`config.mk`:
```
export PLATFORM = sky130hd
export DESIGN_NAME = return_address_stack_flat
export DESIGN_NICKNAME = d
export VERILOG_FILES = /design/src/common/bp_if.sv /design/src/logic/return_address_stack.sv /design/src/flat_wrapper.sv
export VERILOG_INCLUDE_DIRS = /design/src /design/src/common
export SDC_FILE = /design/constraint.sdc
export NUM_CORES = 1
export LEC_CHECK = 0
export BUFFER_PORTS_ARGS = -buffer_cell sky130_fd_sc_hd__buf_2
export CAP_MARGIN = 20
export CORE_UTILIZATION = 60
export CTS_CLUSTER_DIAMETER = 120
export DETAILED_ROUTE_END_ITERATION = 16
export PLACE_DENSITY = 0.86
export SKIP_CTS_REPAIR_TIMING = 1
export SLEW_MARGIN = 40
export SYNTH_ARGS = -nofsm -noshare
export SYNTH_HDL_FRONTEND = slang
export SYNTH_SLANG_ARGS = --single-unit
```
`constraint.sdc`:
```
create_clock -name clk -period 7.1 [get_ports clk]
set_clock_uncertainty 0.1 [all_clocks]
set_input_delay 0.71 -clock clk [delete_from_list [all_inputs] [get_ports clk]]
set_output_delay 0.71 -clock clk [all_outputs]
set_load 0.01 [all_outputs]
```
`src/common/bp_defs.svh`:
```
`ifndef BP_DEFS_SVH
`define BP_DEFS_SVH

//////////////////////////////
// global widths
//////////////////////////////

// instruction address
`define BP_ADDR_W 32

// global history, also the pht index width
`define BP_GHR_W 8

//////////////////////////////
// btb geometry
//////////////////////////////

`define BP_BTB_SETS 256
`define BP_BTB_WAYS 4
// tag is pc[19:10], set index is pc[9:2]
`define BP_TAG_W 10

// return address stack entries
`define BP_RAS_DEPTH 8

`endif

```
`src/common/bp_if.sv`:
```
`timescale 1ns/1ps
`include "bp_defs.svh"


//////////////////////////////
// return address stack access
//////////////////////////////

interface ras_if ();
	logic                  push;
	logic                  pop;
	logic [`BP_ADDR_W-1:0] push_addr;
	logic [`BP_ADDR_W-1:0] top;

	modport control (
		output push,
		output pop,
		output push_addr,
		input  top
	);

	modport stack (
		input  push,
		input  pop,
		input  push_addr,
		output top
	);
endinterface

```
`src/logic/return_address_stack.sv`:
```
`timescale 1ns/1ps
`include "bp_defs.svh"

module return_address_stack (
	input  logic clk,
	input  logic rst_,
	ras_if.stack ras
);

	localparam int PTR_W = $clog2(`BP_RAS_DEPTH);

	logic [`BP_ADDR_W-1:0] stack_mem [`BP_RAS_DEPTH];
	// top_ptr points at the newest entry
	logic [PTR_W-1:0]      top_ptr;
	logic [PTR_W-1:0]      push_ptr;
	logic [PTR_W:0]        count;
	logic                  empty;
	logic                  full;

	assign push_ptr = top_ptr + PTR_W'(1);
	assign empty    = (count == '0);
	assign full     = (count == (PTR_W+1)'(`BP_RAS_DEPTH));

	assign ras.top = empty ? '0 : stack_mem[top_ptr];

	// ring write, a push on full lands on the oldest slot
	always_ff @(posedge clk) begin
		if (ras.push) begin
			stack_mem[push_ptr] <= ras.push_addr;
		end
	end

	always_ff @(posedge clk) begin
		if (!rst_) begin
			top_ptr <= '0;
			count   <= '0;
		end else if (ras.push) begin
			top_ptr <= push_ptr;
			if (!full) begin
				count <= count + 1'b1;
			end
		end else if (ras.pop && !empty) begin
			// pop on empty is ignored
			top_ptr <= top_ptr - PTR_W'(1);
			count   <= count - 1'b1;
		end
	end

	// a fetch is either a call or a return, never both
	a_no_push_pop: assert property (@(posedge clk) disable iff (!rst_)
		!(ras.push && ras.pop));

endmodule

```
`src/flat_wrapper.sv`:
```
// flat-port wrapper written by rule: the top's interface ports become plain ports
module return_address_stack_flat 
  (clk, rst_, ras_push, ras_pop, ras_push_addr, ras_top);
  ras_if ras_i ();
  input  logic clk;
  input  logic rst_;
  input wire logic [$bits(ras_i.push)-1:0] ras_push;
  input wire logic [$bits(ras_i.pop)-1:0] ras_pop;
  input wire logic [$bits(ras_i.push_addr)-1:0] ras_push_addr;
  output wire logic [$bits(ras_i.top)-1:0] ras_top;
  assign ras_i.push = ras_push;
  assign ras_i.pop = ras_pop;
  assign ras_i.push_addr = ras_push_addr;
  assign ras_top = ras_i.top;
  return_address_stack u_core (.clk(clk), .rst_(rst_), .ras(ras_i));
endmodule
```
==> summary.txt, run 1 <==
Critical path
  – CP max stage delay: 0.60 ns
  – Critical path class: reg -> out
  – CP max stage cell: clkbuf_8
  – Worst setup EP type: output pin
  – Critical R2R Launch: u_core.top_ptr[0]
  – Crit path cell chain: clkbuf_8 -> mux4_2 -> mux2i_1 -> nor2_1 -> buf_2
  – Required @ worst endpoint: 6.29 ns
  – CP arrival: 2.65 ns
  – Worst path buffer plus inverter count: 2
  – Delay-heaviest family, CP: multiplexers
  – Crit path launch type: flip-flop
  – Crit path max fanout: 56

STA
  – Hold Vio Cnt, Final: 0
  – Hold WS: approximately 0.36 ns
  – Worst-Margin Slew: 0.673 ns
  – Endpoints failing setup: 0
  – Max_slew headroom: 55.1%
  – Final Max Tran Viols: 0
  – Minimum clock period: 3.46 ns
  – FMAX: 289 MHz
  – Setup TNS: 0 ns
  – RSZ-0062 raised after global routing: no
  – Final period utilization: 48.8%

Floorplan
  – IO Pins: 68
  – DIE WIDTH: 133 um
  – Die height: 133 um
  – Starting density of the core: 61.7%
  – Core area: 16600 um^2
  – Die area: about 18000 um^2
  – Site row count: 47

Clock network
  – CTS buffer count: 26
  – H-tree levels: 1
  – CTS sink cnt: roughly 270
  – Clk slew on worst S/H paths: ~0.06 ns
  – Root Buffer: clkbuf_16
  – Clock latency on the worst-skew pair: 0.51 ns
  – CTS Buffer Depth: 3
  – CTS tree: yes

Power
  – Leak: 0.00382 uW
  – Worst vdd ir: 0.276 mV
  – Power Dens Cells: 355 nW/um^2

Yosys
  – Synthesized flop and latch total: 266
  – Yosys cell types: 32
  – Synth warn: 0
  – Area leader, netlist: edfxtp_1
  – Sequential area share after synthesis: roughly three quarters
  – Post-Syn Nets: between 500 and 600
  – Syn Inst Count: 474
  – Predominant post-synthesis flop cell: edfxtp_1
  – Syn avg cell area: 21.7 um^2
  – Synthesized cell area: 10300 um^2
  – Ranking of synthesized cells by area: edfxtp_1 (75%), mux4_2 (14%), mux2i_1 (3.2%), dfxtp_1 (1.9%), nor2_1 (1.5%)
  – Post-synth top area share: 74.9%
  – Post-synth ARST share: 0%
  – Number of synthesized flops with an enable pin: 256

Global route
  – Initial antenna violation count: 2
  – GRT overflow: 0
  – First-pass GRT wire length: about 30000 um
  – Pin count of the biggest net entering global routing: 65
  – Number of global-route vias before repair: 5301
  – GRT Total Usage: 23.0%

Detailed routing
  – Post-route ant nets: 0
  – First-pass DRT Iterations: 5
  – Vias: 4918
  – Drt drc: 0
  – Number of vias per cell: 6.13
  – Routed WL: 19500 um
  – 1st-iter DRT viols: 406
  – Routed WL per cell: 24.3 um

Cells and area
  – Ratio of cells with drive above 1 in the final layout: 33.3%
  – # fillers: 937
  – Nets@finish: about 600
  – Syn-to-layout area delta: 14.3%

Outcome
  – Status: finished clean

Min path
  – Worst Hold Launch: ras_push_addr[26]
  – Worst Hold Class: in -> reg

Flow run
  – MaxCap Viol Count: 0

Placement
  – Hpwl dp: 10400 um
  – Port buffer count: 67
  – Routability cong.: 0.733
## synthesized netlist by cell type, types with 2 or more instances
cell type	count
a21oi_1	5
nand2_1	4
a31oi_1	2
clkbuf_1	7
buf_1	6
nor2_1	42
buf_2	2
mux4_2	64
xor2_1	3
buf_4	6
nor3_1	8
dfxtp_1	10
edfxtp_1	256
inv_1	3
mux2i_1	33
xnor2_1	4
ha_1	4
## kinds of logic (layout without fill, tap and decap cells)
| group | after synthesis | in the layout | share of synthesized area, % |
|---|---|---|---|
| simple gates | 60 | 60 | 2.47 |
| other cells | 0 | 2 | 0 |
| fa+ha+maj | 5 | 5 | 0.682 |
| flops | 266 | 266 | 76.8 |
| compound gates | 13 | 13 | 0.926 |
| buf+inv | 26 | 132 | 1.27 |
| xor+xnor | 7 | 7 | 0.597 |
| mux | 97 | 97 | 17.3 |
## metal layers
layer / vias to the layer above / global-route usage (%) / routed length (um)
met5: - / 0 / 0
met4: 0 / 8.56 / 376
met3: 30 / 4.37 / 1260
met2: 193 / 39.1 / 10300
met1: 2564 / 30.0 / 7630
li1: 2131 / - / -
## cells in the final DEF, fill, tap and decap left out, types with 5 or more instances in the layout
master / netlist / layout
edfxtp_1: 256 / 256
buf_2: 2 / 67
mux4_2: 64 / 64
nor2_1: 42 / 40
mux2i_1: 33 / 33
clkbuf_16: 0 / 27
buf_4: 6 / 12
clkbuf_1: 7 / 11
dfxtp_1: 10 / 7
nor3_2: 0 / 6
a21oi_1: 5 / 5
## final timing paths
check	to	slack [ns]	depth (start not counted)
min reg2reg	u_core.count[1]	0.49	2
max reg2reg	u_core.stack_mem[4][16]	4.58	5
min	u_core.stack_mem[1][26]	0.36	1
max	ras_top[24]	3.64	5
## power by group
part | leakage, uW | total, uW | switching [uW] | internal (uW)
logic | 0.00103 | 906 | 518 | 389
registers | 0.00241 | 1980 | 77.1 | 1900
clock network | 0.000381 | 1280 | 542 | 737
total | 0.00382 | 4160 | 1140 | 3030
## flip-flops by register name, indices dropped and copies added (netlist names), named ones only
register,flops
u_core.count,4
u_core.top_ptr,3
u_core.stack_mem,256
## stage by stage
stage | instance area, um^2 | setup slack (ns) | utilization [%] | total power [uW] | std cells
2_1_floorplan | 10300 | 3.30 | - | 2600 | 474
6_report | 11700 | 3.64 | 70.5 | 4160 | 802
4_1_cts | 11700 | 3.52 | 70.5 | 4190 | 800
5_1_grt | 11700 | 3.46 | 70.5 | 4320 | 801
3_5_place_dp | 10900 | 4.08 | 65.7 | 2920 | 753
3_3_place_gp | 10900 | 3.88 | 65.7 | 2880 | 753
## cell type report
cell class	instances	area, um^2	area share [%]
Sequential cell	266	7890	67.3
Multi-Input combinational cell	182	2300	19.6
Clock buffer	38	717	6.11
Timing Repair Buffer	81	450	3.84
Tap cell	220	275	2.35
Clock inverter	9	76.3	0.650
Inverter	4	15.0	0.128
Antenna cell	2	5.00	0.0426
No activity file was read; power rests on OpenSTA's default activity.
==> run 2, diff against run 1 <==
- CORE_UTILIZATION: 60 -> 54
- PLACE_DENSITY: 0.86 -> 0.82
- clock period: 7.1 -> 2.8 ns (I/O delays scaled with it)
==> run 2 against run 1 <==
Wire length rose by 0.10%. Critical path depth did not move. Via count rose by 4.6%. Design area rose by 5.6%. Sequential power rose to 2.5 times the previous value. Largest power group unchanged.
==> summary.txt, run 2 (synthesis results as in run 1) <==
STA
  – Worst-Margin Slew: 0.828 ns (+0.155 ns)
  – Hold Vio Cnt, Final: 0 (unchanged)
  – FMAX: 376 MHz
  – Final period utilization: 95.1%
  – Hold WS: 0.0409 ns (-0.321 ns)
  – RSZ-0062 raised after global routing: no
  – Endpoints failing setup: 0 (unchanged)
  – Final Max Tran Viols: 0 (unchanged)
  – Max_slew headroom: 44.6% (-11 points)
  – Minimum clock period: 2.66 ns

Cells and area
  – Ratio of cells with drive above 1 in the final layout: 34.0% (+0.70 points)
  – Commonest non-fill, non-tap cell in the layout: edfxtp_1
  – Non-Filler Cell Area, Final: 12400 um^2 (+5.6%)
  – Most frequent cells in the layout: edfxtp_1 (256), buf_2 (67), mux4_2 (64)
  – Syn-to-layout area delta: 20.7%
  – Fin cells: 861 (+7.4%)
  – Nets@finish: 649 (+7.8%)
  – Antenna cell count: 0 (-2)
  – Max reg flops: 256 (unchanged)
  – Reg with most FFs: u_core.stack_mem
  – Top Registers: u_core.stack_mem: 256 flops, u_core.count: 4 flops, u_core.top_ptr: 3 flops

Clock network
  – Clock latency on the worst-skew pair: 0.52 ns (about the same)
  – CTS Buffer Depth: 3 (unchanged)
  – CTS tree: yes
  – CTS buffer count: 26 (unchanged)
  – CTS sink cnt: 266 (unchanged)
  – Root Buffer: clkbuf_16
  – Clk slew on worst S/H paths: 0.06 ns (about the same)
  – H-tree levels: 1 (unchanged)

Critical path
  – Crit path launch type: flip-flop
  – Critical path class: reg -> out
  – Worst setup EP type: output pin
  – CP arrival: 2.28 ns (-0.37 ns)
  – Required @ worst endpoint: 2.42 ns (-3.87 ns)
  – Crit path to: ras_top[13]
  – RR Endpoint: u_core.stack_mem[4][11]
  – Critical R2R Launch: u_core.top_ptr[0]
  – FF-to-FF setup slack: 0.32 ns (-4.26 ns)
  – Crit path max fanout: 31 (-45%)
  – Worst reg2reg path depth: 5 (unchanged)

Floorplan
  – DIE WIDTH: 140 um (+5.3%)
  – Starting density of the core: 55.1% (-6.6 points)
  – Site row count: 50 (+6.4%)
  – Die area: 19600 um^2 (+11%)
  – Core area: 18600 um^2 (+12%)
  – Die height: 140 um (+5.3%)
  – IO Pins: 68 (unchanged)

Detailed routing
  – Number of vias per cell: 5.97 (-2.6%)
  – Routed WL per cell: 22.7 um (-6.8%)
  – Post-route ant nets: 0 (unchanged)
  – First-pass DRT Iterations: 4 (-1)
  – Vias: 5144 (+4.6%)
  – Drt drc: 0 (unchanged)
  – Routed WL: 19500 um (+0.10%)
  – 1st-iter DRT viols: 361 (-11%)

Global route
  – GRT Total Usage: 20.3% (-2.7 points)
  – Initial antenna violation count: 0 (-2)
  – First-pass GRT wire length: 29500 um (-0.97%)
  – Pin count of the biggest net entering global routing: 33 (-49%)
  – GRT overflow: 0 (unchanged)
  – Number of global-route vias before repair: 5135 (-3.1%)

Placement
  – Cells after DPL: 778 (+3.3%)
  – Hpwl dp: 11300 um (+8.0%)
  – Routability cong.: 0.755 (+3.1%)
  – DP Area: 11200 um^2 (+2.1%)
  – Port buffer count: 67 (unchanged)

Power
  – Worst vdd ir: 0.628 mV (+130%)
  – Leak: 0.00411 uW (+7.6%)
  – Power Total: 11000 uW (+160%)
  – Power Dens Cells: 886 nW/um^2 (+150%)

Flow run
  – MaxCap Viol Count: 0 (unchanged)

Outcome
  – Status: finished clean

Min path
  – Worst Hold Class: in -> reg
run 2: critical path: stages (launching register included):
cell and delay, ns:
dfxtp_2 0.64, buf_12 0.28, mux4_2 0.33, mux2i_1 0.24, nor2_1 0.07, buf_2 0.16
run 2: how the worst min path moves through the flow:
stage | from | to | slack, ns | cells after the start
floorplan | ras_push_addr[0] | u_core.stack_mem[0][0] | 0.28 | 0
global route | rst_ | flip-flop | 0.05 | 3
global placement | ras_push_addr[22] | u_core.stack_mem[1][22] | 0.44 | 1
finish | rst_ | u_core.top_ptr[0] | 0.04 | 3
detailed placement | ras_push_addr[30] | u_core.stack_mem[1][30] | 0.45 | 1
CTS | ras_push_addr[9] | u_core.stack_mem[1][9] | -0.1 | 1
run 2: where the power goes:
| group | switching, uW | internal, uW | leakage [uW] |
|---|---|---|---|
| clock network | 1400 | 2120 | 0.000423 |
| logic | 1340 | 1120 | 0.00128 |
| registers | 193 | 4820 | 0.00241 |
| total | 2930 | 8060 | 0.00411 |
run 2: layout make-up:
cell class                      count  area [um^2]
Clock buffer                       31          691
Clock inverter                     16          179
Fill cell                        1182         6250
Inverter                            4         15.0
Multi-Input combinational cell    182         2350
Sequential cell                   266         7890
Tap cell                          234          293
Timing Repair Buffer              128          977
run 2: per-layer routing:
layer | routed length, um | global-route usage (%) | up-vias
li1 | - | - | 2220
met1 | 7840 | 26.9 | 2676
met2 | 9990 | 34.7 | 205
met3 | 1160 | 3.21 | 43
met4 | 554 | 7.23 | 0
met5 | 0 | 0 | -
run 2: through the flow:
| step | util (%) | TNS [ns] | setup slack [ns] |
|---|---|---|---|
| after global routing | 66.5 | 0 | 0.0336 |
| final | 66.5 | 0 | 0.138 |
| after CTS | 64.6 | -0.107 | -0.0326 |
| after floorplan | - | -24.27 | -0.171 |
| after detailed placement | 59.9 | 0 | 0.369 |
| after global placement | 59.9 | 0 | 0.455 |
