$ cat config.mk
export PLATFORM = sky130hd
export DESIGN_NAME = direction_predictor_flat
export DESIGN_NICKNAME = d
export VERILOG_FILES = /design/src/common/bp_hist_pkg.sv /design/src/common/bp_types_pkg.sv /design/src/common/bp_if.sv /design/src/logic/direction_predictor.sv /design/src/flat_wrapper.sv
export VERILOG_INCLUDE_DIRS = /design/src /design/src/common
export SDC_FILE = /design/constraint.sdc
export NUM_CORES = 1
export LEC_CHECK = 0
export BUFFER_PORTS_ARGS = -buffer_cell sky130_fd_sc_hd__buf_2
export CAP_MARGIN = 20
export CORE_MARGIN = 4
export CORE_UTILIZATION = 30
export CTS_BUF_LIST = sky130_fd_sc_hd__clkbuf_16
export DETAILED_ROUTE_END_ITERATION = 12
export HOLD_SLACK_MARGIN = 0.08
export PLACE_DENSITY = 0.49
export SLEW_MARGIN = 40
export SYNTH_ARGS = -nofsm -noshare
export SYNTH_HDL_FRONTEND = slang
export SYNTH_SLANG_ARGS = --single-unit
$ cat constraint.sdc
create_clock -name clk -period 4.2 [get_ports clk]
set_input_delay 0.84 -clock clk [delete_from_list [all_inputs] [get_ports clk]]
set_output_delay 0.84 -clock clk [all_outputs]
set_load 0.01 [all_outputs]
$ cat src/common/bp_defs.svh
`ifndef BP_DEFS_SVH
`define BP_DEFS_SVH

//////////////////////////////
// global widths
//////////////////////////////

// instruction address
`define BP_ADDR_W 32

// global history, also the pht index width
`define BP_GHR_W 8

//////////////////////////////
// btb geometry
//////////////////////////////

`define BP_BTB_SETS 256
`define BP_BTB_WAYS 4
// tag is pc[19:10], set index is pc[9:2]
`define BP_TAG_W 10

// return address stack entries
`define BP_RAS_DEPTH 8

`endif

$ cat src/common/bp_hist_pkg.sv
`include "bp_defs.svh"

package bp_hist_pkg;

	// global branch history, newest outcome in bit 0
	typedef logic [`BP_GHR_W-1:0] ghr_t;

	// pattern table index, same width as the history
	typedef logic [`BP_GHR_W-1:0] pht_index_t;

	// two-bit saturating counter, msb gives the direction
	typedef enum logic [1:0] {
		strong_not_taken = 2'b00,
		weak_not_taken   = 2'b01,
		weak_taken       = 2'b10,
		strong_taken     = 2'b11
	} counter_e;

endpackage

$ cat src/common/bp_types_pkg.sv
`include "bp_defs.svh"

package bp_types_pkg;

	// branch kind as stored in the btb
	typedef enum logic [1:0] {
		br_none     = 2'b00,
		br_relative = 2'b01,
		br_call     = 2'b10,
		br_return   = 2'b11
	} branch_type_e;

	// one btb way, tag | type | target
	typedef struct packed {
		logic [`BP_TAG_W-1:0]  tag;
		branch_type_e          btype;
		logic [`BP_ADDR_W-1:0] target;
	} btb_entry_t;

endpackage

$ cat src/common/bp_if.sv
`timescale 1ns/1ps
`include "bp_defs.svh"

//////////////////////////////
// resolved branch from execute
//////////////////////////////

interface bp_update_if import bp_types_pkg::*; ();
	logic                  valid;
	logic [`BP_ADDR_W-1:0] pc;
	logic                  taken;
	branch_type_e          branch_type;
	logic [`BP_ADDR_W-1:0] target;

	// direction predictor and btb both listen
	modport sink (
		input valid,
		input pc,
		input taken,
		input branch_type,
		input target
	);
endinterface


$ cat src/logic/direction_predictor.sv
`timescale 1ns/1ps
`include "bp_defs.svh"

module direction_predictor import bp_types_pkg::*, bp_hist_pkg::*; (
	input  logic                  clk,
	input  logic                  rst_,
	input  logic                  fetch_valid,
	input  logic [`BP_ADDR_W-1:0] fetch_pc,
	bp_update_if.sink             upd,
	output logic                  counter_taken
);

	localparam int PHT_SIZE = 1 << `BP_GHR_W;

	ghr_t       ghr;
	counter_e   pht [PHT_SIZE];
	pht_index_t fetch_idx;
	pht_index_t upd_idx;
	counter_e   fetch_ctr;
	logic       train;

	// gshare hash, folded pc bits xor history
	function automatic pht_index_t pht_hash(logic [`BP_ADDR_W-1:0] pc, ghr_t hist);
		return {pc[19:16] ^ pc[15:12], pc[11:8] ^ pc[7:4]} ^ hist;
	endfunction

	// saturating step toward the resolved direction
	function automatic counter_e step_counter(counter_e cur, logic taken);
		counter_e nxt;
		case (cur)
			strong_not_taken: nxt = taken ? weak_not_taken : strong_not_taken;
			weak_not_taken:   nxt = taken ? weak_taken : strong_not_taken;
			weak_taken:       nxt = taken ? strong_taken : weak_not_taken;
			default:          nxt = taken ? strong_taken : weak_taken;
		endcase
		return nxt;
	endfunction

	assign fetch_idx = pht_hash(fetch_pc, ghr);
	assign upd_idx   = pht_hash(upd.pc, ghr);
	assign fetch_ctr = pht[fetch_idx];
	// only conditional branches train the table
	assign train     = upd.valid && (upd.branch_type == br_relative);

	// history and pattern table
	always_ff @(posedge clk) begin
		if (!rst_) begin
			ghr <= '0;
			for (int i = 0; i < PHT_SIZE; i++) begin
				pht[i] <= weak_not_taken;
			end
		end else if (train) begin
			pht[upd_idx] <= step_counter(pht[upd_idx], upd.taken);
			ghr          <= {ghr[`BP_GHR_W-2:0], upd.taken};
		end
	end

	// counter msb for the fetch, seen one cycle later
	always_ff @(posedge clk) begin
		if (!rst_) begin
			counter_taken <= 1'b0;
		end else if (fetch_valid) begin
			counter_taken <= fetch_ctr[1];
		end
	end

	a_counter_known: assert property (@(posedge clk) disable iff (!rst_)
		!$isunknown(counter_taken));

endmodule

$ cat src/flat_wrapper.sv
// flat-port wrapper written by rule: the top's interface ports become plain ports
module direction_predictor_flat import bp_types_pkg::*, bp_hist_pkg::*;
  (clk, rst_, fetch_valid, fetch_pc, counter_taken, upd_valid, upd_pc, upd_taken, upd_branch_type, upd_target);
  bp_update_if upd_i ();
  input  logic clk;
  input  logic rst_;
  input  logic fetch_valid;
  input  logic [`BP_ADDR_W-1:0] fetch_pc;
  output logic counter_taken;
  input wire logic [$bits(upd_i.valid)-1:0] upd_valid;
  input wire logic [$bits(upd_i.pc)-1:0] upd_pc;
  input wire logic [$bits(upd_i.taken)-1:0] upd_taken;
  input wire logic [$bits(upd_i.branch_type)-1:0] upd_branch_type;
  input wire logic [$bits(upd_i.target)-1:0] upd_target;
  assign upd_i.valid = upd_valid;
  assign upd_i.pc = upd_pc;
  assign upd_i.taken = upd_taken;
  assign upd_i.branch_type = upd_branch_type;
  assign upd_i.target = upd_target;
  direction_predictor u_core (.clk(clk), .rst_(rst_), .fetch_valid(fetch_valid), .fetch_pc(fetch_pc), .upd(upd_i), .counter_taken(counter_taken));
endmodule
==> results.cfg, run 1 <==
[setup_path]
path_cells = buf_2, xnor3_4, buf_4, buf_12, buf_12, mux4_2, a32oi_1, a31oi_1, nand4_1, a211oi_2, inv_1, maj3_4, buf_12, buf_12, nor2_1
start_kind = input port
cpPeakStageDelay_ns = 0.54
cpMaxStageDelayCell = mux4_2
crit_top_cell = buf_12
crit_path_max_fanout = 27
cp_top_family = buffers and inverters
arrival_ns = 4.52
crit_type = input port to flip-flop
required_ns = 4.57
cp_num_buf_inv = 7
critPathCaptureType = flip-flop

[floorplanning]
core_um2 = 98700
die_h_um = 324
start_util = 0.304
rows = 115
dieWidth_um = 324
die_area_um2 = 105000
io_pins = 104

[place]
routabilityCongestion = 0.841
placed_area_um2 = 33100
port_buffers = 39
dp_hpwl_um = 61700
placed_cells = 3984

[logic_synthesis]
ys_async_sr_fraction = 0
synthCells = 2649
ys.flop_type = edfxtp_1
syn_nets = 2752
ys_warn_count = 0
synth_top_area_cell = edfxtp_1
syn_avg_cell_area_um2 = 11.3
yosys.area_share.simple = 0.255
synth_cell_types = 60
synthAdderAreaFrac = 0.000751
synthTopCellsByArea = edfxtp_1 51%, nand2_1 9.0%, mux4_2 8.9%
synthesis.area_um2 = 30000
synth_xor_area_frac = 0.0151
synth-compound-area-share = 0.0325
seq_area_frac_synth = 0.519
ys_seq_elements = 521
synth_top_area_share = 0.513
synth_top_family_by_area = simple AND/OR/NAND/NOR gates
synth.area.mux_share = 0.120
synth-edff-count = 512

[timing]
max_slew_margin = 0.511
finalSetupViolations = 0
tns_ns = 0
maxSlewViolCount = 0
clock_skew_ns = 0.0319
period_share = 0.989
max_freq_ghz = 0.241
hold_violations = 0
fin_crit_ns = 4.15
tightest_slew_ns = 0.727

[global_route]
grt_usage = 0.178
grt_pass1_vias = 21600
grt_max_degree = 106
grt_pass1_wl_um = 139000
grt.overflow.total = 0
antenna_found_initial = 0

[routing]
num_vias = 21600
wl_um = 95500
final_antenna_net_count = 0
drt-initial-drc-count = 2011
drc = 0
firstDrtPassIters = 6
vias_per_cell = 5.27
wire_per_inst_um = 23.3

[cts]
clock_latency_ns = 0.63
cts.sinks = 521
cts_tree = built
root_buffer = clkbuf_16
clock_path_buffers = 3
cts-buffers-inserted = 58
path_clk_slew_ns = 0.06
cts_max_level = 2

[pwr]
p_leak_nw = 11.7
irDropWorstVdd_v = 0.000306
power_density_nw_per_um2 = 417

[finish]
layout-drive-gt1-share = 0.268
layout_commonest_cell = nand2_1
final_area_um2 = 35100
final_cell_mix = 722 x nand2_1, 512 x edfxtp_1, 361 x nand3_1
areaGrowthSynthToFinish_pct = 17.0
fin_nets = 2865
diodes = 0
num-fill-cells = 9746
final_cells = 4096

[run]
max-cap-violations = 0

[run_status]
outcome = finished, final reports clean

[worst_hold_path]
worstHoldPathType = input port to flip-flop
metrics by stage:
step	utilization	hold WS [ns]	setup WS, ns	total power [mW]
after detailed placement	0.336	0.566	-0.638	9.79
after floorplan	-	0.526	0.542	8.47
final	0.355	0.569	0.0465	14.6
after global routing	0.355	0.590	-0.00268	15.1
after global placement	0.335	0.558	-0.576	9.76
after CTS	0.353	0.521	0.00987	14.6
layer usage:
metal | part of all wire | wire, um | vias to the layer above | global-route usage
met5 | 0 | 0 | - | 0
met4 | 0.039 | 3730 | 0 | 0.0661
met3 | 0.071 | 6820 | 194 | 0.0325
met2 | 0.48 | 45500 | 833 | 0.297
met1 | 0.41 | 39500 | 10800 | 0.232
li1 | - | - | 9738 | -
synth_stat cells, drive strengths merged (4+ instances only):
library cell,count
dfxtp,9
mux2i,63
mux4,128
o41ai,8
o21ai,14
a211oi,16
mux2,4
a32oi,6
o31ai,4
nand2,722
and3,4
xor2,8
nor3,12
a21oi,66
buf,105
xor3,4
inv,11
and2,4
o22ai,4
xnor2,16
a311oi,4
edfxtp,512
xnor3,6
a31oi,6
nand4,16
nor2,297
nor2b,10
nand3,361
nand2b,36
clkbuf,155
a22oi,15
or2,4
flip-flops by register name, summed over array words and instances, names as in the netlist:
name	flops
u_core.counter_taken	1
u_core.pht	512
u_core.ghr	8
report_power, final:
part	switching (mW)	internal, mW
combinational	2.55	1.47
sequential	0.0532	5.79
clock	2.11	2.64
total	4.72	9.90
cells by family after synthesis:
group                    Yosys count
AND/OR/NAND/NOR                 1474
flip-flops                       521
buffers and inverters            272
multiplexers                     195
AO/OA/AOI/OAI                    151
XOR/XNOR                          34
adder cells (fa/ha/maj)            2
area by class of cell:
type                    count  area, um2  share of cell area
flip-flops and latches    521      15600               0.444
repair buffers            313       3240              0.0924
multi-input cells        1856      12900               0.367
well taps                1287       1610              0.0459
clock inverters            48        256             0.00731
inverters                  12       45.0             0.00128
clock buffers              59       1480              0.0421
worst register-to-register path: stages, from the launching register on:
cell and delay [ns]:
dfxtp_1 0.45, xnor3_1 0.52, buf_4 0.22, nand2_1 0.14
buf_12 0.18, a21oi_1 0.07, o41ai_1 0.51, buf_4 0.20
nand4_1 0.13, a21oi_1 0.17, buf_4 0.14, nand4_2 0.14
buf_4 0.19, maj3_4 0.35, buf_12 0.16, buf_16 0.18
nand3_1 0.21
worst paths after layout:
kind                              startpoint                                end  slack, ns  cells after the start
hold reg to reg   u_core.ghr[5]$_SDFFE_PN0P_         u_core.ghr[6]$_SDFFE_PN0P_       0.58                      2
setup / recovery                   upd_pc[8]   u_core.pht[233][1]$_SDFFCE_PN0P_       0.05                     15
hold / removal                   fetch_valid  u_core.counter_taken$_SDFFE_PN0P_       0.57                      4
setup reg to reg  u_core.ghr[3]$_SDFFE_PN0P_   u_core.pht[170][0]$_SDFFCE_PN1P_       0.07                     16
what timing repair did:
action                                  in CTS  in global routing
hold buffers                                 0                  0
pin swaps                                    0                  3
gates cloned                                 0                  3
gates resized for setup                      1                 10
endpoints found under the setup margin     169                464
buffers inserted                             0                  2
(Power assumes the default switching activity.)
==> run 2, diff against run 1 <==
--- a/config.mk
+++ b/config.mk
@@ -12,6 +12,7 @@
 export CORE_UTILIZATION = 30
 export CTS_BUF_LIST = sky130_fd_sc_hd__clkbuf_16
 export DETAILED_ROUTE_END_ITERATION = 12
+export GPL_ROUTABILITY_DRIVEN = 1
 export HOLD_SLACK_MARGIN = 0.08
 export PLACE_DENSITY = 0.49
 export SLEW_MARGIN = 40
==> constraint.sdc (replaced) <==
create_clock -name clk -period 4.2 [get_ports clk]
set_input_delay 0.63 -clock clk [delete_from_list [all_inputs] [get_ports clk]]
set_output_delay 0.63 -clock clk [all_outputs]
set_load 0.01 [all_outputs]
==> results.cfg, run 2 (synthesized netlist as in run 1, its figures left out) <==
[place]
placed_area_um2 = 32500
routabilityCongestion = 0.835
port_buffers = 39
dp_hpwl_um = 61500
pre_cts_slack_ns = -0.441

[timing]
tightest_slew_ns = 0.872
max_freq_ghz = 0.245
tns_ns = 0
rsz0062_at_grt = no
hold_violations = 0
finalSetupViolations = 0
maxSlewViolCount = 0
clock_skew_ns = 0.0444
max_slew_margin = 0.418
fin_crit_ns = 4.09
setup_ws_ns = 0.111
hold_ws_ns = 0.338
period_share = 0.974

[pwr]
irDropWorstVdd_v = 0.000318
fin_total_pwr_mw = 14.1
p_leak_nw = 11.3
power_density_nw_per_um2 = 412

[finish]
regMostFlops = u_core.pht
layout-drive-gt1-share = 0.254
diodes = 0
multi_input_area_um2 = 12900
fin_nets = 2800
final_area_um2 = 34300
largest_registers = u_core.pht x512, u_core.ghr x8, u_core.counter_taken x1
areaGrowthSynthToFinish_pct = 14.5
final_cell_mix = 722 x nand2_1, 512 x edfxtp_1, 361 x nand3_1
layout_commonest_cell = nand2_1
ff_latch_area_um2 = 15600
num-fill-cells = 9769
largest_reg_flops = 512

[cts]
clock_path_buffers = 3
cts_tree = built
root_buffer = clkbuf_16
path_clk_slew_ns = 0.06
postCtsSetupBuffers = 0
cts-buffers-inserted = 58
cts_hold_buf = 0
clock_latency_ns = 0.65
cts_max_level = 2
cts.sinks = 521

[setup_path]
crit_path_max_fanout = 40
reg2regPathDepth = 14
required_ns = 4.56
critPathCaptureType = flip-flop
timing.rr.start = u_core.ghr[0]$_SDFFE_PN0P_
start_kind = flip-flop
r2r_end = u_core.pht[38][1]$_SDFFCE_PN0P_
rrSetupSlack_ns = 0.11
arrival_ns = 4.45
crit_type = flip-flop to flip-flop

[floorplanning]
die_h_um = 324
rows = 115
dieWidth_um = 324
die_area_um2 = 105000
core_um2 = 98700
start_util = 0.304
io_pins = 104

[global_route]
grt_max_degree = 84
grt_usage = 0.179
grtUsageMet1 = 0.238
antenna_found_initial = 1
use_met2 = 0.299
use_met3 = 0.0289
grt_pass1_wl_um = 140000
grt.overflow.total = 0
grt_pass1_vias = 21500
grt_busiest_layer = met2

[run_status]
outcome = finished, final reports clean

[worst_hold_path]
hp-start = fetch_valid
worstHoldPathType = input port to flip-flop
min_to = u_core.counter_taken$_SDFFE_PN0P_
hold_depth = 4

[routing]
wire_per_inst_um = 23.4
vias_per_cell = 5.30
drc = 0
wl_um = 94100
firstDrtPassIters = 5
final_antenna_net_count = 0
drt-initial-drc-count = 2028
num_vias = 21300

[run]
max-cap-violations = 0
[run 2: cell count changes in the layout (fill, tap and decap cells not counted), moves of 4 or more]
| cell | delta |
|---|---|
| inv_1 | -9 |
| clkinv_2 | +11 |
| clkbuf_16 | -4 |
| clkinv_1 | -4 |
| buf_4 | -47 |
| buf_12 | -19 |
[run 2: final cells by class]
cell class              instances  share of cell area
clock buffers                  58              0.0423
flip-flops and latches        521               0.453
inverters                      12             0.00131
clock inverters                47             0.00879
repair buffers                247              0.0719
multi-input cells            1857               0.376
well taps                    1287              0.0469
[run 2: critical path: stages (launching register included)]
cell      delay, ns
dfxtp_1        0.33
buf_4          0.16
xor3_4         0.65
buf_12         0.24
buf_4          0.20
nand2_1        0.07
nand3_1        0.07
a32oi_1        0.57
a311oi_2       0.19
nand4_1        0.17
a211oi_2       0.06
inv_1          0.14
maj3_4         0.41
buf_16         0.41
nor2_4         0.04
[run 2: layer usage]
metal	wire length, um	vias up
met5	0	-
met1	39300	10800
li1	-	9590
met2	45500	798
met4	2760	0
met3	6530	150
[run 2: repair_timing]
action,in CTS,in global routing
setup endpoints to repair,481,408
endpoints found under the hold margin,0,0
cloned,0,1
gates resized for setup,3,10
pin swaps,0,2
[run 2: per-stage QoR]
step | instances | util
after global routing | 4029 | 0.348
after floorplan | 2649 | -
after detailed placement | 3922 | 0.329
after global placement | 3921 | 0.329
after CTS | 4027 | 0.347
final | 4029 | 0.348
[run 2: power by group]
group          switching (mW)  internal, mW
sequential             0.0553          5.79
combinational            2.40          1.08
clock                    2.14          2.68
total                    4.59          9.55
[run 2: how the worst max path moves through the flow]
stage	startpoint	cells past startpoint	to
6_report	u_core.ghr[0]$_SDFFE_PN0P_	14	u_core.pht[38][1]$_SDFFCE_PN0P_
2_1_floorplan	upd_pc[4]	14	u_core.pht[104][0]$_SDFFCE_PN1P_
3_3_place_gp	upd_pc[6]	12	u_core.pht[248][0]$_SDFFCE_PN1P_
4_1_cts	u_core.ghr[0]$_SDFFE_PN0P_	13	u_core.pht[38][1]$_SDFFCE_PN0P_
3_5_place_dp	upd_pc[6]	12	u_core.pht[249][0]$_SDFFCE_PN1P_
5_1_grt	u_core.ghr[0]$_SDFFE_PN0P_	13	u_core.pht[237][1]$_SDFFCE_PN0P_
